==> config.mk <==
export PLATFORM = sky130hd
export DESIGN_NAME = bpu_lookup_flat
export DESIGN_NICKNAME = d
export VERILOG_FILES = /design/src/rtl/bpu_pkg.sv /design/src/rtl/pht_if.sv /design/src/rtl/bpu_lookup.sv /design/src/flat_wrapper.sv
export SDC_FILE = /design/constraint.sdc
export NUM_CORES = 1
export LEC_CHECK = 0
export BUFFER_PORTS_ARGS = -buffer_cell sky130_fd_sc_hd__buf_2
export CAP_MARGIN = 30
export CORE_MARGIN = 3
export CORE_UTILIZATION = 45
export CTS_BUF_LIST = sky130_fd_sc_hd__clkbuf_16
export DETAILED_ROUTE_END_ITERATION = 8
export GPL_TIMING_DRIVEN = 0
export PLACE_DENSITY = 0.79
export SYNTH_ARGS = -nofsm -noshare
export SYNTH_HDL_FRONTEND = slang
export SYNTH_SLANG_ARGS = --single-unit
==> constraint.sdc <==
create_clock -name clk -period 4.47 [get_ports clk]
set_input_delay 0.2235 -clock clk [delete_from_list [all_inputs] [get_ports clk]]
set_output_delay 0.2235 -clock clk [all_outputs]
set_load 0.005 [all_outputs]
==> src/rtl/bpu_pkg.sv <==
`default_nettype none

package bpu_pkg;

    localparam int pc_w = 32;

    // two-bit counter codes, bit 1 clear predicts taken
    localparam logic [1:0] cnt_w_taken  = 2'b00;
    localparam logic [1:0] cnt_s_taken  = 2'b01;
    localparam logic [1:0] cnt_wn_taken = 2'b10;
    localparam logic [1:0] cnt_sn_taken = 2'b11;

    // one table entry, 65 bits
    typedef struct packed {
        logic            valid;
        logic [1:0]      count;
        logic [pc_w-3:0] tag;     // pc bits 31:2
        logic [pc_w-1:0] target;
    } pht_entry_t;

    // resolved branch from execute, 68 bits
    typedef struct packed {
        logic [pc_w-1:0] pc;
        logic [1:0]      old_count; // count the branch carried
        logic            is_branch;
        logic            taken;
        logic [pc_w-1:0] target;
    } br_result_t;

    // prediction toward decode, 36 bits
    typedef struct packed {
        logic            taken;
        logic [1:0]      count;
        logic            valid;
        logic [pc_w-1:0] next_pc;
    } bpu_ds_t;

endpackage

`default_nettype wire

==> src/rtl/pht_if.sv <==
`default_nettype none

interface pht_if #(
    parameter int PHT_ENTRIES = 256
);

    localparam int idx_w = $clog2(PHT_ENTRIES);

    logic                 req;    // doubles as the ram enable
    logic                 we;
    logic [idx_w-1:0]     addr;
    bpu_pkg::pht_entry_t  wdata;
    logic                 gnt;    // same-cycle grant
    bpu_pkg::pht_entry_t  rdata;  // one cycle after a granted read

    modport requester (output req, output we, output addr, output wdata,
                       input gnt, input rdata);

    modport arbiter (input req, input we, input addr, input wdata,
                     output gnt, output rdata);

    modport memory (input req, input we, input addr, input wdata,
                    output rdata);

endinterface

`default_nettype wire

==> src/rtl/bpu_lookup.sv <==
`default_nettype none

module bpu_lookup #(
    parameter int PHT_ENTRIES = 256
) (
    input  logic                        clk,
    input  logic                        reset,
    input  logic [bpu_pkg::pc_w-1:0]    pre_pc,
    input  logic                        pc_valid,
    input  logic                        ds_allowin,
    pht_if.requester                    pht,
    output logic                        lookup_hit,
    output logic [bpu_pkg::pc_w-1:0]    lookup_target,
    output bpu_pkg::bpu_ds_t            ds_bus
);

    localparam int idx_w = $clog2(PHT_ENTRIES);

    logic [bpu_pkg::pc_w-1:0] pc_q;
    logic                     granted_q;  // read was actually issued
    logic [bpu_pkg::pc_w-1:0] pc_plus4;
    logic                     tag_match;
    logic                     pred_taken;
    bpu_pkg::pht_entry_t      entry;

    // read only, one request per valid fetch pc
    assign pht.req   = pc_valid;
    assign pht.we    = 1'b0;
    assign pht.addr  = pre_pc[2 +: idx_w];
    assign pht.wdata = '0;

    always_ff @(posedge clk) begin
        if (reset) begin
            pc_q      <= '0;
            granted_q <= 1'b0;
        end else begin
            pc_q      <= pre_pc;
            granted_q <= pc_valid & pht.gnt; // denied lookup becomes a miss
        end
    end

    assign entry      = pht.rdata;
    assign pc_plus4   = pc_q + 32'd4;
    assign tag_match  = entry.tag == pc_q[bpu_pkg::pc_w-1:2];
    assign pred_taken = ~entry.count[1];

    assign lookup_hit    = granted_q & entry.valid & tag_match;
    assign lookup_target = (lookup_hit && pred_taken) ? entry.target : pc_plus4;

    // decode-stage register, frozen while decode is stalled
    always_ff @(posedge clk) begin
        if (reset) begin
            ds_bus <= '0;
        end else if (ds_allowin) begin
            if (lookup_hit) begin
                ds_bus.taken   <= pred_taken;
                ds_bus.count   <= entry.count;
                ds_bus.valid   <= 1'b1;
                ds_bus.next_pc <= lookup_target;
            end else begin
                ds_bus <= '0;
            end
        end
    end

endmodule

`default_nettype wire

==> src/flat_wrapper.sv <==
// flat-port wrapper written by rule: the top's interface ports become plain ports
module bpu_lookup_flat 
#(
    parameter int PHT_ENTRIES = 256
)
  (clk, reset, pre_pc, pc_valid, ds_allowin, lookup_hit, lookup_target, ds_bus, pht_req, pht_we, pht_addr, pht_wdata, pht_gnt, pht_rdata);
  pht_if #(.PHT_ENTRIES(PHT_ENTRIES)) pht_i ();
  input  logic clk;
  input  logic reset;
  input  logic [bpu_pkg::pc_w-1:0] pre_pc;
  input  logic pc_valid;
  input  logic ds_allowin;
  output logic lookup_hit;
  output logic [bpu_pkg::pc_w-1:0] lookup_target;
  output bpu_pkg::bpu_ds_t ds_bus;
  output wire logic [$bits(pht_i.req)-1:0] pht_req;
  output wire logic [$bits(pht_i.we)-1:0] pht_we;
  output wire logic [$bits(pht_i.addr)-1:0] pht_addr;
  output wire logic [$bits(pht_i.wdata)-1:0] pht_wdata;
  input wire logic [$bits(pht_i.gnt)-1:0] pht_gnt;
  input wire logic [$bits(pht_i.rdata)-1:0] pht_rdata;
  assign pht_req = pht_i.req;
  assign pht_we = pht_i.we;
  assign pht_addr = pht_i.addr;
  assign pht_wdata = pht_i.wdata;
  assign pht_i.gnt = pht_gnt;
  assign pht_i.rdata = pht_rdata;
  bpu_lookup #(.PHT_ENTRIES(PHT_ENTRIES)) u_core (.clk(clk), .reset(reset), .pre_pc(pre_pc), .pc_valid(pc_valid), .ds_allowin(ds_allowin), .pht(pht_i), .lookup_hit(lookup_hit), .lookup_target(lookup_target), .ds_bus(ds_bus));
endmodule
==> results.yml, run 1 <==
outcome:
  status: "completed"
routing:
  drt_first_iter_violations: 303
  ant_nets: 0
  first_pass_iters: 5
  num_vias: 4691
  totalWireLength_um: 14700
  avgRoutedWirePerCell_um: 15.9
  avgViaCountPerCell: 5.05
  drc: 0
power_and_ir_drop:
  p_sw_mw: 0.431
  p_leak_nw: 3.02
  p_seq_frac: 0.401
  clockPowerShare: 0.446
  ir_drop_mv: 0.189
  sw_frac_of_total: 0.263
  internal-power_mw: 1.21
  powerDensity_mw_per_mm2: 269
  combPwrFrac: 0.153
  finalPower_mw: 1.64
global_route:
  grt_usage: 0.257
  grt_pass1_wl_um: 23100
  grt_pass1_vias: 4545
  grt_max_degree: 15
  overflow: 0
  grt_antenna_before_repair: 0
clock_tree:
  clock_latency_ps: 330
  cts.sinks: 69
  cts_tree: "done"
  root_buffer: "clkbuf_16"
  cts_hold_buf: 0
  path_clk_slew_ps: 60
  cts.repair.resized: 0
  clk_path_buf_depth: 2
  numCtsBuffers: 9
  cts_max_level: 3
  postCtsSetupBuffers: 0
timing:
  fin_crit_ps: 3320
  finalCritPeriodShare: 0.742
  skew_ps: 5.59
  tns_ps: 0
  setup_viol: 0
  max_freq_ghz: 0.302
  drv_slew: 0
  worst_pin_slew_ps: 873
  worst_slack_ps: 1150
  slew_headroom: 0.416
  rsz0062_at_grt: "false"
  hold_viol_final: 0
setup_path:
  crit_path_cell_trace: "clkbuf_1 -> nand4_1 -> or2_2 -> clkbuf_1 -> clkbuf_1 -> nor4_1 -> nor2_1 -> mux2i_1 -> buf_2"
  cp-start-kind: "flop"
  arrival_ps: 3090
  worstReg2RegEnd: "u_core.ds_bus[28]$_SDFFE_PP0P_"
  endpoint_kind: "output pin"
  worstSetupPathType: "flop to output pin"
  ff2ff_path_depth: 8
  rrSetupSlack_ps: 1600
  cp.required_ps: 4250
  rr_startpoint: "u_core.pc_q[14]$_SDFF_PP0_"
  crit_slowest_cell: "nor4_1"
  path_common_cell: "clkbuf_1"
  cpPeakStageDelay_ps: 420
  path_max_fanout: 10
floorplanning:
  io_pins: 246
  num_rows: 35
  initial_core_util: 0.474
  fp.dieW_um: 106
  fp.dieH_um: 106
  die_area_mm2: 0.0112
  coreArea_mm2: 0.00950
cells_and_area:
  area.growth.synth_to_final_pct: 35.3
  diodes: 0
  final_common_cell: "buf_2"
  utilization: 0.641
  multi_input_area_mm2: 0.00254
  fill_cells: 856
  seq_area_mm2: 0.00138
  nNetsFinal: 898
  drive_gt1_frac: 0.356
  final_area_mm2: 0.00610
  final_cell_mix: "buf_2 (180), buf_4 (75), dfxtp_1 (69), conb_1 (66), nand2_1 (38)"
logic_synthesis:
  seq_area_frac_synth: 0.307
  synth_cell_types: 39
  async_flop_share: 0
  syn_inst: 543
  netlist_area_mm2: 0.00451
  synth-seq-cells: 69
  ys.flop_type: "dfxtp_1"
  avgSynthCellArea_um2: 8.30
  ys_warn_count: 0
  synth-edff-count: 0
hold_path:
  hold_end: "u_core.pc_q[18]$_SDFF_PP0_"
  hp-start: "pre_pc[18]"
  min_path_cells: 2
  hold_path_class: "input port to flop"
flow_run:
  drv_cap: 0
placement:
  pre_cts_slack_ps: 1540
  port_buffers: 176
  dp_hpwl_um: 12000
  gp_congestion: 0.891
  dpl_cell_area_mm2: 0.00579
==> cell families (layout without fill, tap and decap cells) <==
group | count (synthesis) | in the layout | synth area share
AOI/OAI and AO/OA | 68 | 68 | 0.115
xor gates and xnor gates | 42 | 42 | 0.0816
adders and majority gates | 1 | 1 | 0.00278
and+or+nand+nor | 181 | 181 | 0.221
other | 1 | 66 | 0.000832
DFF | 69 | 69 | 0.307
muxes | 37 | 37 | 0.0883
buffers and inverters | 144 | 336 | 0.184
==> power by group through the flow <==
stage | Sequential (mW) | Combinational, mW | Clock (mW)
floorplan | 0.659 | 0.157 | 0
global placement | 0.668 | 0.244 | 0
detailed placement | 0.669 | 0.247 | 0
CTS | 0.655 | 0.249 | 0.737
global route | 0.657 | 0.279 | 0.759
finish | 0.656 | 0.251 | 0.729
==> Yosys cell counts (all sizes together), types with 16 or more instances <==
cell type | instances | area share
xnor2 | 31 | 0.060
clkbuf | 28 | 0.023
nor2b | 32 | 0.044
nor2 | 23 | 0.019
dfxtp | 69 | 0.31
o211ai | 27 | 0.045
nor4 | 16 | 0.026
o2111ai | 16 | 0.031
inv | 36 | 0.030
nand4 | 31 | 0.043
mux2 | 22 | 0.055
buf | 80 | 0.13
nand2 | 38 | 0.032
==> final cells by class <==
| class | count | share of cell area |
|---|---|---|
| inverter | 36 | 0.0222 |
| multi-input combinational | 395 | 0.417 |
| sequential | 69 | 0.227 |
| tap | 129 | 0.0265 |
| buffer | 108 | 0.114 |
| timing repair buffer | 176 | 0.144 |
| clock inverter | 7 | 0.0129 |
| clock buffer | 9 | 0.0369 |
==> registers in the layout, indices dropped and copies added, names as in the netlist <==
name              count
u_core.pc_q          32
u_core.ds_bus        36
u_core.granted_q      1
==> worst max path at each step <==
| stage | slack [ps] | to | startpoint |
|---|---|---|---|
| after floorplan | 2100 | lookup_target[13] | u_core.pc_q[26]$_SDFF_PP0_ |
| after global placement | 1560 | lookup_target[31] | u_core.pc_q[14]$_SDFF_PP0_ |
| after detailed placement | 1540 | lookup_target[31] | u_core.pc_q[14]$_SDFF_PP0_ |
| after CTS | 1170 | lookup_target[31] | u_core.pc_q[14]$_SDFF_PP0_ |
| after global routing | 930 | lookup_target[31] | u_core.pc_q[14]$_SDFF_PP0_ |
| final | 1150 | lookup_target[31] | u_core.pc_q[14]$_SDFF_PP0_ |
==> through the flow <==
step	hold WS, ps	instances
after floorplan	337	608
after global placement	437	913
after detailed placement	438	913
after CTS	98.5	929
after global routing	105	929
final	103	929
==> layer usage <==
metal / up-vias / global-route usage / share of wire
li1: 2256 / - / -
met4: 0 / 0.0731 / 0.015
met2: 273 / 0.449 / 0.49
met3: 23 / 0.0468 / 0.092
met5: - / 0 / 0
met1: 2139 / 0.324 / 0.40
==> worst max-delay path: cells and delay by family (launching register included) <==
family,cells,cell delay [ps]
multiplexers,1,260
buffers and inverters,4,1050
flip-flops,1,300
AND/OR/NAND/NOR,4,1140
(Power assumes the default switching activity.)
==> run 2: changes to the inputs <==
==> constraint.sdc (replaced) <==
create_clock -name clk -period 3.4 [get_ports clk]
set_input_delay 0.17 -clock clk [delete_from_list [all_inputs] [get_ports clk]]
set_output_delay 0.17 -clock clk [all_outputs]
set_load 0.005 [all_outputs]
==> results.yml, run 2 (synthesis gave the netlist of run 1 again) <==
outcome:
  status: "completed"
placement:
  gp_congestion: 0.891
  port_buffers: 176
  dp_hpwl_um: 12000
  dpl_cell_area_mm2: 0.00579
global_route:
  overflow: 0
  grt_pass1_vias: 4545
  grt_max_degree: 15
  grt_antenna_before_repair: 0
  grt_usage: 0.257
  grt_pass1_wl_um: 23100
clock_tree:
  cts_tree: "done"
  cts_max_level: 3
  postCtsSetupBuffers: 0
  clock_latency_ps: 330
  root_buffer: "clkbuf_16"
  cts.sinks: 69
  path_clk_slew_ps: 60
  numCtsBuffers: 9
  clk_path_buf_depth: 2
timing:
  setup_viol: 0
  hold_viol_final: 0
  skew_ps: 5.53
  drv_slew: 0
  tns_ps: 0
  fin_crit_ps: 3230
  worst_pin_slew_ps: 888
  slew_headroom: 0.405
  rsz0062_at_grt: "false"
  max_freq_ghz: 0.309
  finalCritPeriodShare: 0.951
routing:
  avgViaCountPerCell: 5.07
  drt_first_iter_violations: 313
  first_pass_iters: 7
  avgRoutedWirePerCell_um: 16.1
  num_vias: 4713
  drc: 0
  ant_nets: 0
  totalWireLength_um: 14900
setup_path:
  rr_startpoint: "u_core.pc_q[2]$_SDFF_PP0_"
  path_max_fanout: 10
  cp-start-kind: "flop"
  ff2ff_path_depth: 7
  cp.required_ps: 3230
  worstSetupPathType: "flop to output pin"
  worstReg2RegEnd: "u_core.ds_bus[26]$_SDFFE_PP0P_"
  rrSetupSlack_ps: 640
  arrival_ps: 3060
  endpoint_kind: "output pin"
hold_path:
  hp-start: "pre_pc[14]"
  min_path_cells: 2
  hold_path_class: "input port to flop"
  hold_end: "u_core.pc_q[14]$_SDFF_PP0_"
floorplanning:
  num_rows: 35
  fp.dieW_um: 106
  fp.dieH_um: 106
  initial_core_util: 0.474
  die_area_mm2: 0.0112
  io_pins: 246
  coreArea_mm2: 0.00950
cells_and_area:
  regMostFlops: "u_core.ds_bus"
  final_area_mm2: 0.00611
  nNetsFinal: 898
  area.growth.synth_to_final_pct: 35.6
  largest_register_ffs: 36
  final_common_cell: "buf_2"
  final_cell_mix: "buf_2 (180), buf_4 (75), dfxtp_1 (69), conb_1 (66), nand2_1 (38)"
  largest_registers: "u_core.ds_bus (36), u_core.pc_q (32), u_core.granted_q (1)"
  diodes: 0
  drive_gt1_frac: 0.360
power_and_ir_drop:
  p_leak_nw: 3.03
  finalPower_mw: 2.15
  powerDensity_mw_per_mm2: 352
  ir_drop_mv: 0.247
flow_run:
  drv_cap: 0
run 2: final cells by class:
type	count	area [um2]
Buffer	108	693
Clock buffer	9	225
Clock inverter	7	78.8
Fill cell	855	3390
Inverter	36	135
Multi-Input combinational cell	395	2550
Sequential cell	69	1380
Tap cell	129	161
Timing Repair Buffer	176	881
run 2: report_power, final:
group	switching [mW]	internal (mW)	total, mW
logic	0.150	0.180	0.331
registers	0.0339	0.829	0.863
clock network	0.383	0.576	0.958
run 2: stage by stage:
| stage | worst slack [ps] | std cells | util | hold slack [ps] |
|---|---|---|---|---|
| 6_report | 167 | 929 | 0.643 | 49.5 |
| 3_5_place_dp | 525 | 913 | 0.609 | 384 |
| 2_1_floorplan | 1080 | 608 | - | 284 |
| 5_1_grt | 39.5 | 929 | 0.643 | 51.0 |
| 4_1_cts | 157 | 929 | 0.641 | 45.0 |
| 3_3_place_gp | 539 | 913 | 0.609 | 383 |
run 2: how the worst max path moves through the flow:
stage	from	endpoint	cells after the start
floorplan	u_core.pc_q[26]$_SDFF_PP0_	lookup_target[13]	6
global placement	u_core.pc_q[14]$_SDFF_PP0_	lookup_target[31]	9
detailed placement	u_core.pc_q[14]$_SDFF_PP0_	lookup_target[31]	9
CTS	u_core.pc_q[14]$_SDFF_PP0_	lookup_target[31]	9
global route	u_core.pc_q[21]$_SDFF_PP0_	lookup_target[13]	8
finish	u_core.pc_q[21]$_SDFF_PP0_	lookup_target[31]	8
run 2: worst max-delay path: stages, from the launching register on:
cell and delay, ps:
dfxtp_1 320, clkbuf_1 350, xnor2_1 170, nand4_1 230, nor4_4 620, nand3_2 230, buf_2 300, mux2i_1 330
buf_2 190
run 2: repair_timing:
action	4_1_cts	5_1_grt
hold endpoints to repair	0	0
resized for setup	0	4
setup endpoints to repair	0	2
hold buffers	0	0
run 2: routing by layer:
layer / part of all wire / vias to the layer above / wire [um] / track usage
met1: 0.40 / 2143 / 5920 / 0.324
li1: - / 2256 / - / -
met4: 0.014 / 0 / 216 / 0.0731
met3: 0.096 / 22 / 1430 / 0.0468
met5: 0 / - / 0 / 0
met2: 0.49 / 292 / 7340 / 0.449
