===== config.mk =====
export PLATFORM = sky130hd
export DESIGN_NAME = pht_arbiter_flat
export DESIGN_NICKNAME = d
export VERILOG_FILES = /design/src/rtl/bpu_pkg.sv /design/src/rtl/pht_if.sv /design/src/rtl/pht_arbiter.sv /design/src/flat_wrapper.sv
export SDC_FILE = /design/constraint.sdc
export NUM_CORES = 1
export LEC_CHECK = 0
export BUFFER_PORTS_ARGS = -buffer_cell sky130_fd_sc_hd__buf_2
export CAP_MARGIN = 40
export CORE_AREA = 2 2 163 165
export CTS_CLUSTER_SIZE = 25
export DETAILED_ROUTE_END_ITERATION = 10
export DIE_AREA = 0 0 165 167
export GPL_TIMING_DRIVEN = 1
export PLACE_DENSITY_LB_ADDON = 0.12
export RECOVER_POWER = 25
export SETUP_SLACK_MARGIN = 0.15
export SKIP_CTS_REPAIR_TIMING = 1
export SLEW_MARGIN = 0
export SYNTH_ARGS = -nofsm -noshare
export SYNTH_HDL_FRONTEND = slang
export SYNTH_SLANG_ARGS = --single-unit

===== constraint.sdc =====
create_clock -name clk -period 1.8 [get_ports clk]
set_input_delay 0.18 -clock clk [delete_from_list [all_inputs] [get_ports clk]]
set_output_delay 0.18 -clock clk [all_outputs]
set_load 0.05 [all_outputs]

===== src/rtl/bpu_pkg.sv =====
`default_nettype none

package bpu_pkg;

    localparam int pc_w = 32;

    // two-bit counter codes, bit 1 clear predicts taken
    localparam logic [1:0] cnt_w_taken  = 2'b00;
    localparam logic [1:0] cnt_s_taken  = 2'b01;
    localparam logic [1:0] cnt_wn_taken = 2'b10;
    localparam logic [1:0] cnt_sn_taken = 2'b11;

    // one table entry, 65 bits
    typedef struct packed {
        logic            valid;
        logic [1:0]      count;
        logic [pc_w-3:0] tag;     // pc bits 31:2
        logic [pc_w-1:0] target;
    } pht_entry_t;

    // resolved branch from execute, 68 bits
    typedef struct packed {
        logic [pc_w-1:0] pc;
        logic [1:0]      old_count; // count the branch carried
        logic            is_branch;
        logic            taken;
        logic [pc_w-1:0] target;
    } br_result_t;

    // prediction toward decode, 36 bits
    typedef struct packed {
        logic            taken;
        logic [1:0]      count;
        logic            valid;
        logic [pc_w-1:0] next_pc;
    } bpu_ds_t;

endpackage

`default_nettype wire


===== src/rtl/pht_if.sv =====
`default_nettype none

interface pht_if #(
    parameter int PHT_ENTRIES = 256
);

    localparam int idx_w = $clog2(PHT_ENTRIES);

    logic                 req;    // doubles as the ram enable
    logic                 we;
    logic [idx_w-1:0]     addr;
    bpu_pkg::pht_entry_t  wdata;
    logic                 gnt;    // same-cycle grant
    bpu_pkg::pht_entry_t  rdata;  // one cycle after a granted read

    modport requester (output req, output we, output addr, output wdata,
                       input gnt, input rdata);

    modport arbiter (input req, input we, input addr, input wdata,
                     output gnt, output rdata);

    modport memory (input req, input we, input addr, input wdata,
                    output rdata);

endinterface

`default_nettype wire


===== src/rtl/pht_arbiter.sv =====
`default_nettype none

module pht_arbiter #(
    parameter int PHT_ENTRIES = 256
) (
    input  logic      clk,
    input  logic      reset,
    pht_if.arbiter    upd,
    pht_if.arbiter    lku,
    pht_if.requester  mem
);

    localparam int idx_w = $clog2(PHT_ENTRIES);

    logic             upd_sel;     // update owns the port this cycle
    logic [idx_w-1:0] sel_addr;
    logic             rd_upd_q;    // read in flight belongs to update
    logic             rd_lku_q;    // read in flight belongs to lookup

    assign upd_sel  = upd.req;
    assign sel_addr = upd_sel ? upd.addr : lku.addr;

    // update always wins, lookup takes what is left
    assign upd.gnt = upd.req;
    assign lku.gnt = lku.req & ~upd.req;

    assign mem.req   = upd.req | lku.req;
    assign mem.we    = upd_sel ? upd.we : lku.we;
    assign mem.addr  = sel_addr;
    assign mem.wdata = upd_sel ? upd.wdata : lku.wdata;

    always_ff @(posedge clk) begin
        if (reset) begin
            rd_upd_q <= 1'b0;
            rd_lku_q <= 1'b0;
        end else begin
            rd_upd_q <= upd.gnt & ~upd.we;
            rd_lku_q <= lku.gnt & ~lku.we;
        end
    end

    // only the owner of the read gets data back
    assign upd.rdata = rd_upd_q ? mem.rdata : '0;
    assign lku.rdata = rd_lku_q ? mem.rdata : '0;

endmodule

`default_nettype wire


===== src/flat_wrapper.sv =====
// flat-port wrapper written by rule: the top's interface ports become plain ports
module pht_arbiter_flat 
#(
    parameter int PHT_ENTRIES = 256
)
  (clk, reset, upd_req, upd_we, upd_addr, upd_wdata, upd_gnt, upd_rdata, lku_req, lku_we, lku_addr, lku_wdata, lku_gnt, lku_rdata, mem_req, mem_we, mem_addr, mem_wdata, mem_gnt, mem_rdata);
  pht_if #(.PHT_ENTRIES(PHT_ENTRIES)) upd_i ();
  pht_if #(.PHT_ENTRIES(PHT_ENTRIES)) lku_i ();
  pht_if #(.PHT_ENTRIES(PHT_ENTRIES)) mem_i ();
  input  logic clk;
  input  logic reset;
  input wire logic [$bits(upd_i.req)-1:0] upd_req;
  input wire logic [$bits(upd_i.we)-1:0] upd_we;
  input wire logic [$bits(upd_i.addr)-1:0] upd_addr;
  input wire logic [$bits(upd_i.wdata)-1:0] upd_wdata;
  output wire logic [$bits(upd_i.gnt)-1:0] upd_gnt;
  output wire logic [$bits(upd_i.rdata)-1:0] upd_rdata;
  input wire logic [$bits(lku_i.req)-1:0] lku_req;
  input wire logic [$bits(lku_i.we)-1:0] lku_we;
  input wire logic [$bits(lku_i.addr)-1:0] lku_addr;
  input wire logic [$bits(lku_i.wdata)-1:0] lku_wdata;
  output wire logic [$bits(lku_i.gnt)-1:0] lku_gnt;
  output wire logic [$bits(lku_i.rdata)-1:0] lku_rdata;
  output wire logic [$bits(mem_i.req)-1:0] mem_req;
  output wire logic [$bits(mem_i.we)-1:0] mem_we;
  output wire logic [$bits(mem_i.addr)-1:0] mem_addr;
  output wire logic [$bits(mem_i.wdata)-1:0] mem_wdata;
  input wire logic [$bits(mem_i.gnt)-1:0] mem_gnt;
  input wire logic [$bits(mem_i.rdata)-1:0] mem_rdata;
  assign upd_i.req = upd_req;
  assign upd_i.we = upd_we;
  assign upd_i.addr = upd_addr;
  assign upd_i.wdata = upd_wdata;
  assign upd_gnt = upd_i.gnt;
  assign upd_rdata = upd_i.rdata;
  assign lku_i.req = lku_req;
  assign lku_i.we = lku_we;
  assign lku_i.addr = lku_addr;
  assign lku_i.wdata = lku_wdata;
  assign lku_gnt = lku_i.gnt;
  assign lku_rdata = lku_i.rdata;
  assign mem_req = mem_i.req;
  assign mem_we = mem_i.we;
  assign mem_addr = mem_i.addr;
  assign mem_wdata = mem_i.wdata;
  assign mem_i.gnt = mem_gnt;
  assign mem_i.rdata = mem_rdata;
  pht_arbiter #(.PHT_ENTRIES(PHT_ENTRIES)) u_core (.clk(clk), .reset(reset), .upd(upd_i), .lku(lku_i), .mem(mem_i));
endmodule

==> summary.md, run 1 <==
In the final timing run, aggregate negative setup slack is 0 ns. The die is 165 µm wide. The number of global-route vias before repair was 3,056; the maximum number of pins on one net before global-route repair was 50. Detail-routed net length per standard cell: 12.7 µm. The first global-routing pass estimated 16,800 µm of wire.

Across all setup checks in the final design, the least slack found is 0.207 ns. The worst setup path is launched from an input pin. Routability-driven placement finished with a final weighted congestion of 0.658. The tree built by TritonCTS fans out to 2 sinks. The logs give 0 for the count of antenna diodes in the layout and 1 for the total number of H-tree levels. Of the total power, combinational logic draws 78.4%. The total power after layout is 1.81 mW.

Of the cells placed in the final design, the portion with a size suffix greater than 1 is 72.7%. After global routing the overflow that remains totals 0. The number of antenna violations at the first check in global routing came out at 0.

The global router's overall resource usage is 7.89%, and the post-route fraction of the period consumed by the critical path is 88.5%. In the final layout, flip-flops and latches occupy 47.5 µm². After detailed routing, the number of vias per cell comes to 3.27.

The cell sitting at the root of the clock tree is a sky130_fd_sc_hd__clkbuf_16. The tools report the maximum vdd ir drop as 0.172 mV. In this run the tightest slew margin relative to its limit is 55.5%. Summing every instance area after synthesis gives 1910 µm². The sequential area share after synthesis is 2.09%, and the highest clock frequency the design can meet is 0.628 GHz.

The tools report the number of pins exceeding their max-slew limit in the final report as 0. For this configuration, the core starts out at a cell density of 7.43%. Of the total power, the share spent switching nets is 56.3%. From synthesis to final layout, the design area changed by 134%.

The run gives 0 as the remaining number of nets flagged by the antenna check after routing. STA classifies the critical path endpoint as an output port. Count of yosys warnings during synthesis: 0.

For the number of hold violations in the final report, the log shows 0. For this run, design rule violations remaining after detail routing come to 0. The min-delay analysis places its worst path in the category in2reg.

The first detailed-routing pass ran for 4 iterations. The cell area power density came out at 404 nW/µm². The tool flagged a number of max-cap violations equal to 0. Summing all multi-input logic gate instances after layout gives 1740 µm².

425 I/O pins were placed. The minimum clock period after layout came out at 1.59 ns. At the end of the flow, the number of nets in the layout was 868.

In this run the static leakage power is 2.59 nW. After filler insertion, the fill cell instance count of the layout stands at 2,991. In the synthesized netlist, the number of instances is 234. The top cell types in the final layout, fill and taps aside, are 376 x sky130_fd_sc_hd__buf_2, 130 x sky130_fd_sc_hd__and2_1, 58 x sky130_fd_sc_hd__mux2_2, 45 x sky130_fd_sc_hd__clkbuf_1, 16 x sky130_fd_sc_hd__mux2_4.

The die covers 27,600 µm². After detailed placement, the design holds a cell count of 980. For the net switching power, the log shows 1.02 mW. The wire-length estimate of the detail-placed layout is 11,100 µm. Setup repair after global routing left no endpoint under its margin. In this run the vertical extent of the chip is 167 µm.

Input and output buffers added on the ports amount to 423. The number of nets in the synthesized netlist was 452; the count of placed standard cells in the final layout, fillers left out was 983. The run gives 0.338 ns as the worst setup slack after placement. The pin slew with the least headroom to its limit is 0.671 ns, and the total via count after detailed routing is 3,213. Synthesis inferred 2 register bits.

The internal power of the cells totals 0.791 mW. Along the worst path, the maximum fanout reaches 19. TritonCTS built the clock tree. Leaving out fill and tap cells, the most frequent cell in the layout is sky130_fd_sc_hd__buf_2. In this run, the clock network consumes 18.7% of the power. For this block, the routed nets add up to 12,400 µm of wire. The cell count of the worst hold path is 2, and the standard cell core area is 25,800 µm². Setup violations remaining at the end of the flow were counted as 0. The number of clock buffers inserted by TritonCTS was 3; the proportion of power drawn by flip-flops and latches was 2.9%.

After clock tree synthesis, the clock-pin slew on the worst setup and hold paths is 0.03 ns. The maximum root-to-sink buffer count came out at 2. The flow ran to the end, and the final reports show no timing, DRC or antenna violations.

The tools report the critical path data arrival time as 1.41 ns. The number of standard-cell rows in the floorplan is 59, and the number of distinct library cell variants in the gate-level netlist after synthesis is 13. The detailed router finished its first iteration with 39 violations. Required arrival time at the worst endpoint: 1.62 ns.

A synthesized cell averages 8.18 µm². The kind of critical path is in2out.
-- Yosys cell counts --
cell type,n,share of area (%)
sky130_fd_sc_hd__and2_1,130,43
sky130_fd_sc_hd__buf_2,5,1.3
sky130_fd_sc_hd__buf_4,1,0.39
sky130_fd_sc_hd__buf_6,4,2.4
sky130_fd_sc_hd__clkbuf_1,13,2.6
sky130_fd_sc_hd__clkbuf_2,1,0.26
sky130_fd_sc_hd__dfxtp_1,2,2.1
sky130_fd_sc_hd__mux2_2,58,34
sky130_fd_sc_hd__mux2_4,16,13
sky130_fd_sc_hd__nor2b_1,1,0.33
sky130_fd_sc_hd__nor3b_1,1,0.39
sky130_fd_sc_hd__nor4b_2,1,0.78
sky130_fd_sc_hd__or2_2,1,0.33
-- path summary, 6_finish.rpt --
kind | start | endpoint | slack [ns]
worst max-delay path | upd_req | mem_wdata[32] | 0.21
worst min-delay path | lku_we | u_core.rd_lku_q$_SDFF_PP0_ | 0.13
-- critical path, cell delays in order --
cell                       delay, ns
sky130_fd_sc_hd__buf_4          0.27
sky130_fd_sc_hd__clkbuf_1       0.36
sky130_fd_sc_hd__mux2_2         0.38
sky130_fd_sc_hd__buf_2          0.21
-- registers in the layout (all words and copies together), names as in the netlist --
signal / count
u_core.rd_lku_q: 1
u_core.rd_upd_q: 1
-- power groups by stage --
stage                     sequential [mW]  combinational, mW  clock, mW
after floorplan                    0.0473              0.992          0
after global placement             0.0557               1.46          0
after global routing               0.0540               1.50      0.356
after CTS                          0.0556               1.46      0.348
after detailed placement           0.0563               1.45          0
final                              0.0520               1.42      0.339
-- per-layer routing --
layer | routed length, µm | vias to the layer above | global-route usage (%)
met4 | 43 | 0 | 1.02
met2 | 7000 | 246 | 17.4
li1 | - | 1587 | -
met3 | 1450 | 4 | 1.74
met1 | 3960 | 1376 | 7.10
met5 | 0 | - | 0
-- cell families (layout without fill, tap and decap cells) --
family | count (synthesis) | after routing | synth area share (%)
mux | 74 | 74 | 46.7
flops | 2 | 2 | 2.09
buf+inv | 24 | 438 | 6.87
simple gates | 134 | 134 | 44.3
-- metrics by stage --
stage | cell area, µm² | util, % | hold WS [ns]
after floorplan | 1910 | - | 0.253
after global placement | 4460 | 17.3 | 0.361
after detailed placement | 4460 | 17.3 | 0.355
after CTS | 4540 | 17.6 | 0.128
after global routing | 4480 | 17.4 | 0.134
final | 4480 | 17.4 | 0.133
-- cell type report --
class | count | area share (%)
well taps | 335 | 9.36
repair buffers | 435 | 49.0
multi-input cells | 208 | 38.9
flip-flops and latches | 2 | 1.06
clock buffers | 3 | 1.68
Note: power is estimated with default switching activity, not from simulation.
==> run 2, diff against run 1 <==
clock period = 2 ns   (was 1.8 ns; I/O delays follow)
==> run 2 against run 1 <==
Against the previous run: clock-buffer cell count did not move; sequential power down 10%; routed wire length shrank 3.0%; combinational power decreased by 11%; hold slack gained 0.017 ns; first-iteration DRC count shrank 51%; via count is 1.1% lower; power is 11% lower; critical endpoint is now mem_wdata[24]; worst setup slack gained 0.065 ns.
==> summary.md, run 2 (synthesis gave the netlist of run 1 again) <==
Across the run, the number of max-cap violations was 0. Fill cells in the final layout number 2,999. The layout-stage area growth over the synthesis result is 132%, and the share of post-route cells with drive strength above 1 is 72.9%.

Clock tree synthesis inserted a total of 3 buffers. The detail-routed net length per standard cell works out to 12.4 µm. The smallest clock period supported by the final layout is computed as 1.73 ns.

Once detail routing completed, the nets flagged for antenna violations numbered 0. The tools report the starting density of the core as 7.43%. The worst hold path terminates at u_core.rd_upd_q$_SDFF_PP0_. The number of hold violations in the final report is 0. CTS saw 2 sinks. After clock tree synthesis, the clock-pin slew on the worst setup and hold paths is 0.03 ns. In this run the most critical hold path is launched from upd_we.

The run gives 12,100 µm as the aggregate routed wire length. Static timing analysis puts the maximum clock frequency at 0.579 GHz. The flow ran to the end, and the final reports show no timing, DRC or antenna violations. Setup slack closes at 0.272 ns. The largest single stage delay on the critical path is 0.43 ns. The cell sitting at the root of the clock tree is a sky130_fd_sc_hd__clkbuf_16. In this run the tool buffered the top-level ports with 423 buffer cells.

For the final routed database, the setup TNS stands at 0 ns. In the routed design, unresolved DRC markers number 0. Placer's final routability congestion estimate: 0.677. Cell area power density: 364 nW/µm².

The total setup violations reported at the end of the flow is 0. Measured along the x axis, the die boundary spans 165 µm. The maximum root-to-sink buffer count was 2.

The static leakage power is 2.58 nW, and the relative slew slack is 55.7%. In this run the cell area measured after placement is 4420 µm². Counting both buffers and inverters, the worst setup path holds a total of 3. The number of standard-cell rows in the floorplan came out at 59. Setup repair after global routing left no endpoint under its margin. For this design the top-level I/O count stands at 425. The run gives 2,964 as the number of global-route vias before repair. The tightest min-delay check is of the in2reg type. Overall die area: 27,600 µm².

The total number of H-tree levels is 1. The number of pins exceeding their max-slew limit in the final report came out at 0. The post-route cell area came out at 4440 µm². The worst setup path is launched from an input pin.

Leaving out fill and tap cells, the most frequent cell in the layout is sky130_fd_sc_hd__buf_2. The repair_antennas step left the layout with diodes totalling 0. The detailed router finished its first iteration with 19 violations.

The worst path uses 86.4% of the clock period. Placed wire-length estimate: 10,800 µm. Final hold analysis gives a worst-case slack of 0.150 ns.

Type of destination of the critical path: an output port. The first TritonRoute pass finished after 4 iterations. The worst setup slack after placement is 0.482 ns, and the maximum number of pins on one net before global-route repair is 60. Summed over all layers, the global routing overflow is 0. From bottom edge to top edge, the die measures 167 µm. The first global-routing pass estimated 16,500 µm of wire.

IR analysis of the VDD net gives a maximum drop of 0.156 mV. The required arrival time at the worst endpoint was 1.80 ns; the number of nets at the end of the flow was 862. The slowest stage of the critical path is the sky130_fd_sc_hd__clkbuf_1 cell. TritonCTS built the clock tree. The top cell types in the final layout, fill and taps aside, are 376 x sky130_fd_sc_hd__buf_2, 130 x sky130_fd_sc_hd__and2_1, 58 x sky130_fd_sc_hd__mux2_2, 42 x sky130_fd_sc_hd__clkbuf_1, 16 x sky130_fd_sc_hd__mux2_4. The critical path goes through buf_4, clkbuf_1, mux2_2, buf_2.

Broken down by cell family, the worst path's largest delay share belongs to buffers and inverters. The cell count of the worst hold path works out to 2. The detailed-route vias per instance was 3.25; the standard cell core area was 25,800 µm².

Pin slew with the least headroom to its limit: 0.667 ns. Total power after layout: 1.62 mW. Summing over every cut layer, the via total after detailed routing is 3,178. The number of antenna violations at the first check in global routing is 0, and the global router's overall resource usage is 7.71%. The largest registers in the layout are u_core.rd_lku_q: 1 flops, u_core.rd_upd_q: 1 flops.

The peak fanout along the critical path works out to 19. The setup path with the least slack is of type in2out. STA puts the critical path data arrival time at 1.53 ns.
[run 2: how the worst max path moves through the flow]
stage,from,endpoint,slack [ns],depth (start not counted)
4_1_cts,u_core.rd_upd_q$_SDFF_PP0_,upd_rdata[48],0.35,3
5_1_grt,upd_req,mem_wdata[25],0.17,4
2_1_floorplan,upd_req,lku_gnt,0.52,4
3_3_place_gp,upd_req,mem_wdata[24],0.47,4
6_report,upd_req,mem_wdata[24],0.27,4
3_5_place_dp,upd_req,mem_wdata[25],0.48,4
[run 2: final cells by class]
class / count / area (µm²) / share of cell area (%)
tap: 335 / 419 / 9.45
timing repair buffer: 429 / 2160 / 48.6
clock buffer: 3 / 75.1 / 1.69
multi-input combinational: 208 / 1740 / 39.3
sequential: 2 / 42.5 / 0.959
[run 2: stage by stage]
| step | instances | utilization, % |
|---|---|---|
| floorplan | 234 | - |
| global route | 977 | 17.2 |
| detailed placement | 974 | 17.1 |
| finish | 977 | 17.2 |
| global placement | 974 | 17.1 |
| CTS | 977 | 17.4 |
[run 2: per-layer routing]
layer,track usage (%),routed length (µm),up-vias
li1,-,-,1576
met5,0,0,-
met1,7.23,3880,1354
met4,0.681,28,0
met3,1.89,1460,2
met2,16.6,6720,246
[run 2: power by group]
part	total (mW)	internal [mW]	switching [mW]
Combinational	1.27	0.411	0.859
Sequential	0.0468	0.0419	0.00486
Clock	0.299	0.254	0.0443
