==> config.mk <==
export PLATFORM = sky130hd
export DESIGN_NAME = bpu_update_flat
export DESIGN_NICKNAME = d
export VERILOG_FILES = /design/src/rtl/bpu_pkg.sv /design/src/rtl/pht_if.sv /design/src/rtl/bpu_update.sv /design/src/flat_wrapper.sv
export SDC_FILE = /design/constraint.sdc
export NUM_CORES = 1
export LEC_CHECK = 0
export BUFFER_PORTS_ARGS = -buffer_cell sky130_fd_sc_hd__buf_4
export CAP_MARGIN = 10
export CORE_MARGIN = 8
export CORE_UTILIZATION = 39
export DETAILED_ROUTE_END_ITERATION = 6
export GPL_ROUTABILITY_DRIVEN = 0
export PLACE_DENSITY = 0.84
export SETUP_SLACK_MARGIN = 0.05
export SLEW_MARGIN = 20
export SYNTH_ARGS = -nofsm -noshare
export SYNTH_HDL_FRONTEND = slang
export SYNTH_SLANG_ARGS = --single-unit
==> constraint.sdc <==
create_clock -name clk -period 2.75 [get_ports clk]
set_clock_uncertainty 0.05 [all_clocks]
set_input_delay 0.1375 -clock clk [delete_from_list [all_inputs] [get_ports clk]]
set_output_delay 0.1375 -clock clk [all_outputs]
set_load 0.1 [all_outputs]
==> src/rtl/bpu_pkg.sv <==
`default_nettype none

package bpu_pkg;

    localparam int pc_w = 32;

    // two-bit counter codes, bit 1 clear predicts taken
    localparam logic [1:0] cnt_w_taken  = 2'b00;
    localparam logic [1:0] cnt_s_taken  = 2'b01;
    localparam logic [1:0] cnt_wn_taken = 2'b10;
    localparam logic [1:0] cnt_sn_taken = 2'b11;

    // one table entry, 65 bits
    typedef struct packed {
        logic            valid;
        logic [1:0]      count;
        logic [pc_w-3:0] tag;     // pc bits 31:2
        logic [pc_w-1:0] target;
    } pht_entry_t;

    // resolved branch from execute, 68 bits
    typedef struct packed {
        logic [pc_w-1:0] pc;
        logic [1:0]      old_count; // count the branch carried
        logic            is_branch;
        logic            taken;
        logic [pc_w-1:0] target;
    } br_result_t;

    // prediction toward decode, 36 bits
    typedef struct packed {
        logic            taken;
        logic [1:0]      count;
        logic            valid;
        logic [pc_w-1:0] next_pc;
    } bpu_ds_t;

endpackage

`default_nettype wire

==> src/rtl/pht_if.sv <==
`default_nettype none

interface pht_if #(
    parameter int PHT_ENTRIES = 256
);

    localparam int idx_w = $clog2(PHT_ENTRIES);

    logic                 req;    // doubles as the ram enable
    logic                 we;
    logic [idx_w-1:0]     addr;
    bpu_pkg::pht_entry_t  wdata;
    logic                 gnt;    // same-cycle grant
    bpu_pkg::pht_entry_t  rdata;  // one cycle after a granted read

    modport requester (output req, output we, output addr, output wdata,
                       input gnt, input rdata);

    modport arbiter (input req, input we, input addr, input wdata,
                     output gnt, output rdata);

    modport memory (input req, input we, input addr, input wdata,
                    output rdata);

endinterface

`default_nettype wire

==> src/rtl/bpu_update.sv <==
`default_nettype none

module bpu_update #(
    parameter int PHT_ENTRIES = 256
) (
    input  logic                  clk,
    input  logic                  reset,
    input  bpu_pkg::br_result_t   br_result,
    output logic                  bpu_ready,
    pht_if.requester              pht
);

    localparam int idx_w = $clog2(PHT_ENTRIES);

    logic [idx_w-1:0]     clr_idx;
    logic                 clearing;
    bpu_pkg::br_result_t  br_q;
    logic                 br_valid_q;  // registered branch, only once ready
    logic [1:0]           new_count;
    bpu_pkg::pht_entry_t  wr_entry;

    assign clearing = ~bpu_ready;

    // clear sweep, one entry per granted cycle
    always_ff @(posedge clk) begin
        if (reset) begin
            clr_idx   <= '0;
            bpu_ready <= 1'b0;
        end else if (clearing && pht.gnt) begin
            clr_idx <= clr_idx + 1'b1;
            if (clr_idx == idx_w'(PHT_ENTRIES - 1)) begin
                bpu_ready <= 1'b1; // last entry lands at this edge
            end
        end
    end

    always_ff @(posedge clk) begin
        br_q <= br_result;
    end

    always_ff @(posedge clk) begin
        if (reset) begin
            br_valid_q <= 1'b0;
        end else begin
            br_valid_q <= bpu_ready & br_result.is_branch; // dropped during sweep
        end
    end

    // saturating count, strong taken holds on taken
    always_comb begin
        case (br_q.old_count)
            bpu_pkg::cnt_sn_taken:
                new_count = br_q.taken ? bpu_pkg::cnt_wn_taken : bpu_pkg::cnt_sn_taken;
            bpu_pkg::cnt_wn_taken:
                new_count = br_q.taken ? bpu_pkg::cnt_w_taken : bpu_pkg::cnt_sn_taken;
            bpu_pkg::cnt_w_taken:
                new_count = br_q.taken ? bpu_pkg::cnt_s_taken : bpu_pkg::cnt_wn_taken;
            default:
                new_count = br_q.taken ? bpu_pkg::cnt_s_taken : bpu_pkg::cnt_w_taken;
        endcase
    end

    always_comb begin
        if (clearing) begin
            wr_entry = '0; // invalid entry
        end else begin
            wr_entry.valid  = 1'b1;
            wr_entry.count  = new_count;
            wr_entry.tag    = br_q.pc[bpu_pkg::pc_w-1:2];
            wr_entry.target = br_q.target;
        end
    end

    // write-only port
    assign pht.req   = clearing | br_valid_q;
    assign pht.we    = 1'b1;
    assign pht.addr  = clearing ? clr_idx : br_q.pc[2 +: idx_w];
    assign pht.wdata = wr_entry;

endmodule

`default_nettype wire

==> src/flat_wrapper.sv <==
// flat-port wrapper written by rule: the top's interface ports become plain ports
module bpu_update_flat 
#(
    parameter int PHT_ENTRIES = 256
)
  (clk, reset, br_result, bpu_ready, pht_req, pht_we, pht_addr, pht_wdata, pht_gnt, pht_rdata);
  pht_if #(.PHT_ENTRIES(PHT_ENTRIES)) pht_i ();
  input  logic clk;
  input  logic reset;
  input  bpu_pkg::br_result_t br_result;
  output logic bpu_ready;
  output wire logic [$bits(pht_i.req)-1:0] pht_req;
  output wire logic [$bits(pht_i.we)-1:0] pht_we;
  output wire logic [$bits(pht_i.addr)-1:0] pht_addr;
  output wire logic [$bits(pht_i.wdata)-1:0] pht_wdata;
  input wire logic [$bits(pht_i.gnt)-1:0] pht_gnt;
  input wire logic [$bits(pht_i.rdata)-1:0] pht_rdata;
  assign pht_req = pht_i.req;
  assign pht_we = pht_i.we;
  assign pht_addr = pht_i.addr;
  assign pht_wdata = pht_i.wdata;
  assign pht_i.gnt = pht_gnt;
  assign pht_i.rdata = pht_rdata;
  bpu_update #(.PHT_ENTRIES(PHT_ENTRIES)) u_core (.clk(clk), .reset(reset), .br_result(br_result), .bpu_ready(bpu_ready), .pht(pht_i));
endmodule
==> results of run 1 <==
==> registers in the layout, indices dropped and copies added, names as in the netlist <==
name               count
u_core.clr_idx         8
u_core.br_q           65
u_core.bpu_ready       1
u_core.br_valid_q      1
==> power breakdown <==
group | switching, mW | internal, mW
logic | 0.0743 | 0.135
clock network | 0.382 | 0.528
registers | 0.0202 | 1.14
==> cell families (layout without fill, tap and decap cells) <==
group                    after synthesis  count (layout)  share of synthesized area [%]
other                                  1               1                          0.165
buffers and inverters                 13             228                           2.64
flip-flops                            75              75                           65.9
adder cells (fa/ha/maj)                1               1                          0.549
multiplexers                           1               1                          0.440
XOR/XNOR                               3               3                           1.15
AO/OA/AOI/OAI                         20              20                           5.44
AND/OR/NAND/NOR                       87              87                           23.7
==> worst paths after layout <==
path                       end  slack (ns)              start  cells after the start
min reg2reg  u_core.clr_idx[7]        0.46  u_core.clr_idx[7]                      2
min          u_core.clr_idx[2]        0.17            pht_gnt                      4
max reg2reg   u_core.bpu_ready        1.21  u_core.clr_idx[0]                      4
max                pht_addr[7]        0.61   u_core.bpu_ready                      4
==> final cells by class <==
cell class              count  share of cell area (%)
clock inverters             5                    1.81
multi-input cells         113                    16.7
inverters                   2                   0.175
repair buffers            211                    40.9
clock buffers              10                    3.21
flip-flops and latches     75                    35.1
well taps                  75                    2.19
==> layer usage <==
metal | global-route usage, % | vias to the layer above | routed length, um
met5 | 0 | - | 0
met4 | 6.31 | 0 | 124
met3 | 8.66 | 13 | 805
met2 | 34.8 | 89 | 4300
met1 | 18.0 | 996 | 2870
li1 | - | 1052 | -
==> layout by cell type (no fill, tap or decap), types with 2 or more instances in the layout <==
cell / count
dfxtp_1: 74
or3_2: 4
and2_1: 62
a21o_1: 7
nand3b_1: 2
a21oi_1: 7
o21ai_0: 4
bufinv_16: 2
clkinv_2: 2
inv_1: 2
dlygate4sd3_1: 67
xnor2_1: 2
nor2_1: 7
clkbuf_8: 10
buf_4: 144
nand2_1: 4
nand3_1: 3
==> worst max-delay path: cells and delay by family, from the launching register on <==
| kind | cells | cell delay, ns |
|---|---|---|
| DFF | 1 | 0.65 |
| buffers and inverters | 2 | 0.67 |
| and+or+nand+nor | 1 | 0.20 |
| AOI/OAI and AO/OA | 1 | 0.09 |
==> what timing repair did <==
item / CTS / global route
hold buffers: 67 / 0
endpoints found under the setup margin: 0 / 0
endpoints found under the hold margin: 72 / 0
==> qor.yml, run 1 <==
run_status:
  status: "finished, final reports clean"
synth:
  async_flop_share_pct: 0
  syn_inst: 201
  synth_seq_cells: 75
  synth-edff-count: 0
  synth_area_leaders: "dfxtp_1 (66%), and2_1 (17%), a21o_1 (2.3%)"
  ys.warnings.count: 0
  synthFlopType: "dfxtp_1"
  yosys.cell_count.top_type: "dfxtp_1"
  synthTopCellsByCount: "dfxtp_1 (75), and2_1 (62), clkbuf_1 (8)"
  synth_cell_types: 25
  yosysSeqAreaShare_pct: 65.9
  syn-num-nets: 338
  avgSynthCellArea_sq_um: 11.3
  syn_area_sq_mm: 0.00228
  synth.largest_area_cell: "dfxtp_1"
  synth_top_area_share_pct: 65.9
final_layout:
  final_cells: 491
  nets: 549
  finish.utilization_pct: 74.2
  fin_area_sq_mm: 0.00429
  syn_to_final_growth_pct: 88.2
  num_antenna_cells: 0
  fillers: 392
  multiInputGateArea_sq_um: 716
  seqCellArea_sq_mm: 0.00150
  drive_gt1_share_pct: 39.9
sta:
  setup_ws_ns: 0.611
  fin_crit_sh_pct: 77.8
  hold_slack_ns: 0.172
  hold_viol: 0
  tns_ns: 0
  rsz0062_at_grt: "false"
  tightest_slew_ns: 0.508
  slew_viol_final: 0
  max_freq_mhz: 468
  finalSetupViolations: 0
  min_period_ns: 2.14
  max_slew_margin_pct: 66.1
global_route:
  global_route.usage.total_pct: 18.8
  grt_pass1_wl_um: 12500
  overflow: 0
  antenna_found_initial: 0
  grt_pass1_vias: 2440
  grt_max_degree: 40
pwr:
  power.total_mw: 2.28
  power_density_mw_per_mm2: 532
  p_leak_nw: 2.11
  ir_worst_vdd_mv: 0.388
setup_path:
  crit_path_max_incr_delay_ns: 0.65
  cp_max_fo: 39
  crit_chain: "buf_4, and2_1, a21o_1, buf_4"
  cpMaxStageDelayCell: "dfxtp_2"
  worstSetupPathType: "reg -> out"
  path_common_cell: "buf_4"
  cp.arrival_ns: 1.95
  start_kind: "flip-flop"
  endpoint_kind: "output pin"
  required_ns: 2.56
drt:
  finalWirelength_um: 8100
  wire_per_inst_um: 16.5
  num_vias: 2150
  vias_per_cell: 4.38
  drtIter0Drc: 71
  drc: 0
  drt_pass1_iterations: 4
  ant_nets: 0
clock_tree:
  clkSlewWorstSetupHoldPaths_ns: 0.07
  cts_max_level: 3
  cts_inserted_buffers: 9
  cts_tree: "done"
  postCtsSetupBuffers: 0
  root_buffer: "clkbuf_8"
  cts_resized: 0
  cts.sinks: 75
  clockBufferDepth: 2
  clk_latency_ns: 0.33
placement:
  place_area_sq_mm: 0.00340
  dp.cells: 409
  dp_slack_ns: 0.972
  io_buffers: 143
  dp_hpwl_um: 4710
floorplan:
  io_pins: 212
  coreArea_sq_mm: 0.00578
  fp.dieW_um: 92.4
  die_h_um: 92.4
  dieArea_sq_mm: 0.00854
  rows: 28
  start_util_pct: 39.4
worst_hold_path:
  hold_path_class: "in -> reg"
flow_run:
  drv_cap: 0
(Power assumes the default switching activity.)
==> run 2: changes to the inputs <==
--- a/config.mk
+++ b/config.mk
@@ -8,10 +8,10 @@
 export BUFFER_PORTS_ARGS = -buffer_cell sky130_fd_sc_hd__buf_4
 export CAP_MARGIN = 10
 export CORE_MARGIN = 8
-export CORE_UTILIZATION = 39
+export CORE_UTILIZATION = 36
 export DETAILED_ROUTE_END_ITERATION = 6
 export GPL_ROUTABILITY_DRIVEN = 0
-export PLACE_DENSITY = 0.84
+export PLACE_DENSITY = 0.79
 export SETUP_SLACK_MARGIN = 0.05
 export SLEW_MARGIN = 20
 export SYNTH_ARGS = -nofsm -noshare
==> constraint.sdc (replaced) <==
create_clock -name clk -period 2.2 [get_ports clk]
set_clock_uncertainty 0.05 [all_clocks]
set_input_delay 0.11 -clock clk [delete_from_list [all_inputs] [get_ports clk]]
set_output_delay 0.11 -clock clk [all_outputs]
set_load 0.1 [all_outputs]
==> run 2 against run 1 <==
  * Core utilization is 5.2 points lower
  * Cell count up 1.0%
  * Sequential cell count is the same
  * Sequential share of layout area shrank 0.085 points
  * Non-clock buffer count grew 1
  * Hold slack lost 0.034 ns
  * Via count decreased by 0.19%
  * Critical path depth decreased by 1
  * First-iteration DRC count fell by 30%
  * Total power is 19% higher
  * Routed wire length down 2.8%
  * Largest cell class unchanged
==> qor.yml, run 2 (synthesis results as in run 1) <==
setup_path:
  crit_path_max_incr_delay_ns: 0.55  # -0.10 ns
  cp_max_fo: 38  # -2.6%
  path_delay_family: "flip-flops"
  required_ns: 2.04  # -0.52 ns
  endpoint_kind: "output pin"
  cp_num_buf_inv: 2  # unchanged
  cp.arrival_ns: 1.65  # -0.30 ns
  start_kind: "flip-flop"
  crit_chain: "inv_1, a21o_2, buf_4"
  worstSetupPathType: "reg -> out"
  cpMaxStageDelayCell: "dfxtp_4"
clock_tree:
  cts.sinks: 75  # unchanged
  cts_tree: "done"
  root_buffer: "clkbuf_8"
  cts_max_level: 3  # unchanged
  postCtsSetupBuffers: 0  # unchanged
  clockBufferDepth: 2  # unchanged
  clk_latency_ns: 0.33  # about the same
  clkSlewWorstSetupHoldPaths_ns: 0.07  # about the same
  cts_inserted_buffers: 9  # unchanged
final_layout:
  largest_register_ffs: 65  # unchanged
  layout_common_cells: "buf_4 (143), dfxtp_1 (74), dlygate4sd3_1 (68)"
  syn_to_final_growth_pct: 89.0
  drive_gt1_share_pct: 42.8  # +2.9 points
  fillers: 442  # +13%
  biggestRegsByFlops: "u_core.br_q x65, u_core.clr_idx x8"
  nets: 550  # +0.18%
  top_register: "u_core.br_q"
  layout_commonest_cell: "buf_4"
sta:
  fin_crit_sh_pct: 82.3
  min_period_ns: 1.81
  max_freq_mhz: 552
  finalSetupViolations: 0  # unchanged
  rsz0062_at_grt: "false"
  tns_ns: 0  # unchanged
  slew_viol_final: 0  # unchanged
  hold_viol: 0  # unchanged
drt:
  vias_per_cell: 4.33  # -1.2%
  drc: 0  # unchanged
  finalWirelength_um: 7880  # -2.8%
  ant_nets: 0  # unchanged
  drt_pass1_iterations: 4  # unchanged
  drtIter0Drc: 50  # -30%
  wire_per_inst_um: 15.9  # -3.8%
  num_vias: 2146  # -0.19%
run_status:
  status: "finished, final reports clean"
global_route:
  grt_pass1_vias: 2415  # -1.0%
  global_route.usage.total_pct: 17.3  # -1.5 points
  grt_max_degree: 39  # -2.5%
  grt_pass1_wl_um: 11900  # -4.8%
  overflow: 0  # unchanged
  antenna_found_initial: 0  # unchanged
floorplan:
  fp.dieW_um: 95.5  # +3.4%
  rows: 29  # +3.6%
  dieArea_sq_mm: 0.00913  # +6.9%
  start_util_pct: 36.5  # -2.9 points
  io_pins: 212  # unchanged
  die_h_um: 95.5  # +3.4%
  coreArea_sq_mm: 0.00624  # +8.0%
pwr:
  ir_worst_vdd_mv: 0.561  # +45%
  power_density_mw_per_mm2: 630  # +19%
  p_leak_nw: 2.10  # -0.54%
  power.total_mw: 2.71  # +19%
placement:
  dp_hpwl_um: 4800  # +1.8%
  io_buffers: 143  # unchanged
flow_run:
  drv_cap: 0  # unchanged
worst_hold_path:
  hold_path_class: "in -> reg"
## run 2: cell types whose count changed in the layout (fill, tap and decap cells not counted), moves of 2 or more
cell | before | now
a21o_1 | 7 | 1
a21o_2 | 1 | 7
and2_1 | 62 | 54
and2_2 | 0 | 8
clkbuf_1 | 0 | 2
## run 2: worst register-to-register path, cell delays in order (launching register included)
cell           delay, ns
dfxtp_4             0.55
buf_12              0.22
nand2_1             0.08
nor2_1              0.09
dlygate4sd3_1       0.55
## run 2: final cells by class
class / count / area [sq um] / share of cell area [%]
clock buffer: 11 / 131 / 3.05
tap: 77 / 96.3 / 2.24
multi-input combinational: 113 / 733 / 17.0
sequential: 75 / 1510 / 35.0
timing repair buffer: 212 / 1770 / 41.2
inverter: 2 / 7.51 / 0.174
clock inverter: 5 / 53.8 / 1.25
antenna: 1 / 2.50 / 0.0581
## run 2: routing by layer
layer  wire [um]  GRT usage, %  vias up
li1            -             -     1061
met1        2750          16.8      978
met2        4120          30.2       93
met3         815          9.21       14
met4         183          7.04        0
met5           0             0        -
## run 2: stage by stage
stage	worst slack (ns)	area [sq um]	utilization, %	hold slack (ns)	cells
final	0.389	4300	69.0	0.138	496
after CTS	0.0832	4300	68.9	0.132	495
after global placement	0.457	3430	55.0	0.165	411
after global routing	0.262	4300	68.9	0.128	495
after floorplan	-0.259	2300	-	0.0877	201
after detailed placement	0.453	3430	55.0	0.166	411
## run 2: path summary, 6_finish.rpt
path	start	end	slack, ns	cells past startpoint
max reg2reg	u_core.bpu_ready	u_core.br_valid_q	0.61	4
min	pht_gnt	u_core.clr_idx[2]	0.14	4
min reg2reg	u_core.clr_idx[7]	u_core.clr_idx[7]	0.47	2
max	u_core.bpu_ready	pht_addr[4]	0.39	3
## run 2: power by group
| group | switching [mW] | total [mW] | internal [mW] |
|---|---|---|---|
| Combinational | 0.0887 | 0.257 | 0.168 |
| Sequential | 0.0227 | 1.45 | 1.42 |
| Clock | 0.489 | 1.01 | 0.521 |
## run 2: timing repair
action                                  4_1_cts  5_1_grt
resized for setup                             0        1
endpoints found under the setup margin        0       10
endpoints found under the hold margin        75        0
hold buffers                                 68        0
==> run 3: changes to the inputs <==
==> constraint.sdc (replaced) <==
create_clock -name clk -period 1.8 [get_ports clk]
set_clock_uncertainty 0.05 [all_clocks]
set_input_delay 0.09 -clock clk [delete_from_list [all_inputs] [get_ports clk]]
set_output_delay 0.09 -clock clk [all_outputs]
set_load 0.1 [all_outputs]
==> run 3 against run 2 <==
  * Routed wire length decreased by 0.80%
  * Sequential share of layout area fell by 1.5 points
  * Cell count up 1.4%
  * Non-clock buffer count rose by 6
  * Register-to-register slack worse by 0.38 ns
  * Hold slack got worse by 0.013 ns
  * Global-route usage shrank 0.37 points
  * Core utilization rose by 3.2 points
  * Critical path depth increased by 1
  * Critical path type unchanged
==> qor.yml, run 3 (synthesis results as in run 1) <==
run_status:
  status: "finished, final reports clean"
drt:
  vias_per_cell: 4.33  # +0.17%
  drc: 0  # unchanged
  finalWirelength_um: 7810  # -0.80%
  wire_per_inst_um: 15.5  # -2.2%
  drtIter0Drc: 35  # -30%
  drt_pass1_iterations: 5  # +1
  num_vias: 2180  # +1.6%
  ant_nets: 0  # unchanged
setup_path:
  path_common_cell: "buf_6"
  crit_chain: "buf_6, and2_4, a21o_4, buf_6"
  required_ns: 1.66  # -0.38 ns
  worstSetupPathType: "reg -> out"
  startpoint: "u_core.bpu_ready"
  start_kind: "flip-flop"
  worstReg2RegStart: "u_core.bpu_ready"
  path_delay_family: "flip-flops"
  cpMaxStageDelayCell: "dfxtp_4"
  cp_num_buf_inv: 2  # unchanged
  cp_max_fo: 31  # -18%
  worst-path-stages: 4  # +1
  reg2regPathDepth: 4  # unchanged
  cp.arrival_ns: 1.48  # -0.17 ns
  endpoint_kind: "output pin"
  crit_path_max_incr_delay_ns: 0.44  # -0.11 ns
global_route:
  grtUsageMet3_pct: 8.35  # -0.87 points
  grt_most_used_layer: "met2"
  grt_pass1_wl_um: 11800  # -0.58%
  grt_max_degree: 32  # -18%
  grt_pass1_vias: 2501  # +3.6%
  gr-usage-met1_pct: 14.7  # -2.1 points
  overflow: 0  # unchanged
  grtUsageMet2_pct: 30.8  # +0.63 points
  antenna_found_initial: 0  # unchanged
  global_route.usage.total_pct: 17.0  # -0.37 points
sta:
  hold_slack_ns: 0.125  # -0.0130 ns
  min_period_ns: 1.62
  slew_viol_final: 0  # unchanged
  finalSetupViolations: 0  # unchanged
  hold_viol: 0  # unchanged
  fin_crit_sh_pct: 90.0
  tns_ns: 0  # unchanged
  rsz0062_at_grt: "false"
  max_freq_mhz: 617
pwr:
  p_leak_nw: 2.17  # +3.3%
  power_density_mw_per_mm2: 742  # +18%
  ir_worst_vdd_mv: 0.711  # +27%
floorplan:
  fp.dieW_um: 95.5  # unchanged
  io_pins: 212  # unchanged
  die_h_um: 95.5  # unchanged
  rows: 29  # unchanged
  coreArea_sq_mm: 0.00624  # unchanged
  start_util_pct: 36.5  # unchanged
  dieArea_sq_mm: 0.00913  # unchanged
final_layout:
  final_cells: 503  # +1.4%
  layout_commonest_cell: "buf_4"
  seqCellArea_sq_mm: 0.00151  # unchanged
  finish.utilization_pct: 72.1  # +3.2 points
  layout_common_cells: "buf_4 (142), dfxtp_1 (74), dlygate4sd3_1 (68)"
  top_register: "u_core.br_q"
  fillers: 438  # -0.90%
  biggestRegsByFlops: "u_core.br_q x65, u_core.clr_idx x8"
  syn_to_final_growth_pct: 97.7
  multiInputGateArea_sq_um: 848  # +16%
  drive_gt1_share_pct: 56.4  # +14 points
  nets: 556  # +1.1%
  largest_register_ffs: 65  # unchanged
clock_tree:
  clk_latency_ns: 0.33  # about the same
  root_buffer: "clkbuf_8"
  cts_inserted_buffers: 9  # unchanged
  clockBufferDepth: 2  # unchanged
  clkSlewWorstSetupHoldPaths_ns: 0.07  # about the same
  cts_tree: "done"
  cts_max_level: 3  # unchanged
  cts.sinks: 75  # unchanged
worst_hold_path:
  hold_start: "pht_gnt"
  holdPathStages: 4  # unchanged
  hold_path_class: "in -> reg"
placement:
  io_buffers: 143  # unchanged
  dp.cells: 413  # +0.49%
  dp_hpwl_um: 4850  # +1.0%
flow_run:
  drv_cap: 0  # unchanged
[run 3: changes by cell type in the layout (fill, tap and decap cells not counted), moves of 4 or more]
cell        previous run  this run
and2_1                54         5
and2_4                 0         5
clkinvlp_4             0         4
a21o_4                 0         5
buf_6                  0         6
and2_2                 8        52
a21o_2                 7         3
[run 3: final timing paths]
kind	to	slack [ns]
hold reg to reg	u_core.clr_idx[7]	0.46
setup reg to reg	u_core.clr_idx[7]	0.23
hold / removal	u_core.clr_idx[2]	0.12
setup / recovery	pht_addr[6]	0.18
[run 3: final cells by class]
class	count	area share (%)
repair buffers	218	40.9
well taps	77	2.14
clock buffers	10	2.83
flip-flops and latches	75	33.4
clock inverters	6	1.47
inverters	2	0.250
multi-input cells	113	18.8
diodes	2	0.111
[run 3: tightest hold or removal path, delay by kind of cell]
kind	cells	cell delay [ns]
buffers and inverters	1	0.13
AND/OR/NAND/NOR	2	0.17
XOR/XNOR	1	0.07
[run 3: routing by layer]
metal / part of all wire, % / routed length (um)
met5: 0 / 0
met3: 9.8 / 769
met1: 33 / 2600
met2: 54 / 4210
met4: 3.1 / 240
[run 3: power breakdown]
group          leakage, nW  internal [mW]  switching [mW]
sequential           0.630           1.74          0.0212
combinational         1.45          0.214           0.120
clock               0.0885          0.640           0.605
total                 2.17           2.59           0.746
[run 3: stage by stage]
| stage | instance area (sq um) | worst slack [ns] | power, mW |
|---|---|---|---|
| floorplan | 2410 | -0.158 | 1.87 |
| global placement | 3550 | 0.214 | 2.00 |
| detailed placement | 3550 | 0.208 | 2.01 |
| CTS | 4490 | 0.0782 | 3.35 |
| global route | 4500 | 0.0976 | 3.46 |
| finish | 4500 | 0.180 | 3.34 |
[run 3: repair_timing]
| action | in CTS | in global routing |
|---|---|---|
| hold endpoints to repair | 75 | 0 |
| buffers inserted | 3 | 1 |
| endpoints found under the setup margin | 40 | 23 |
| hold buffers | 68 | 0 |
| resized for setup | 6 | 0 |
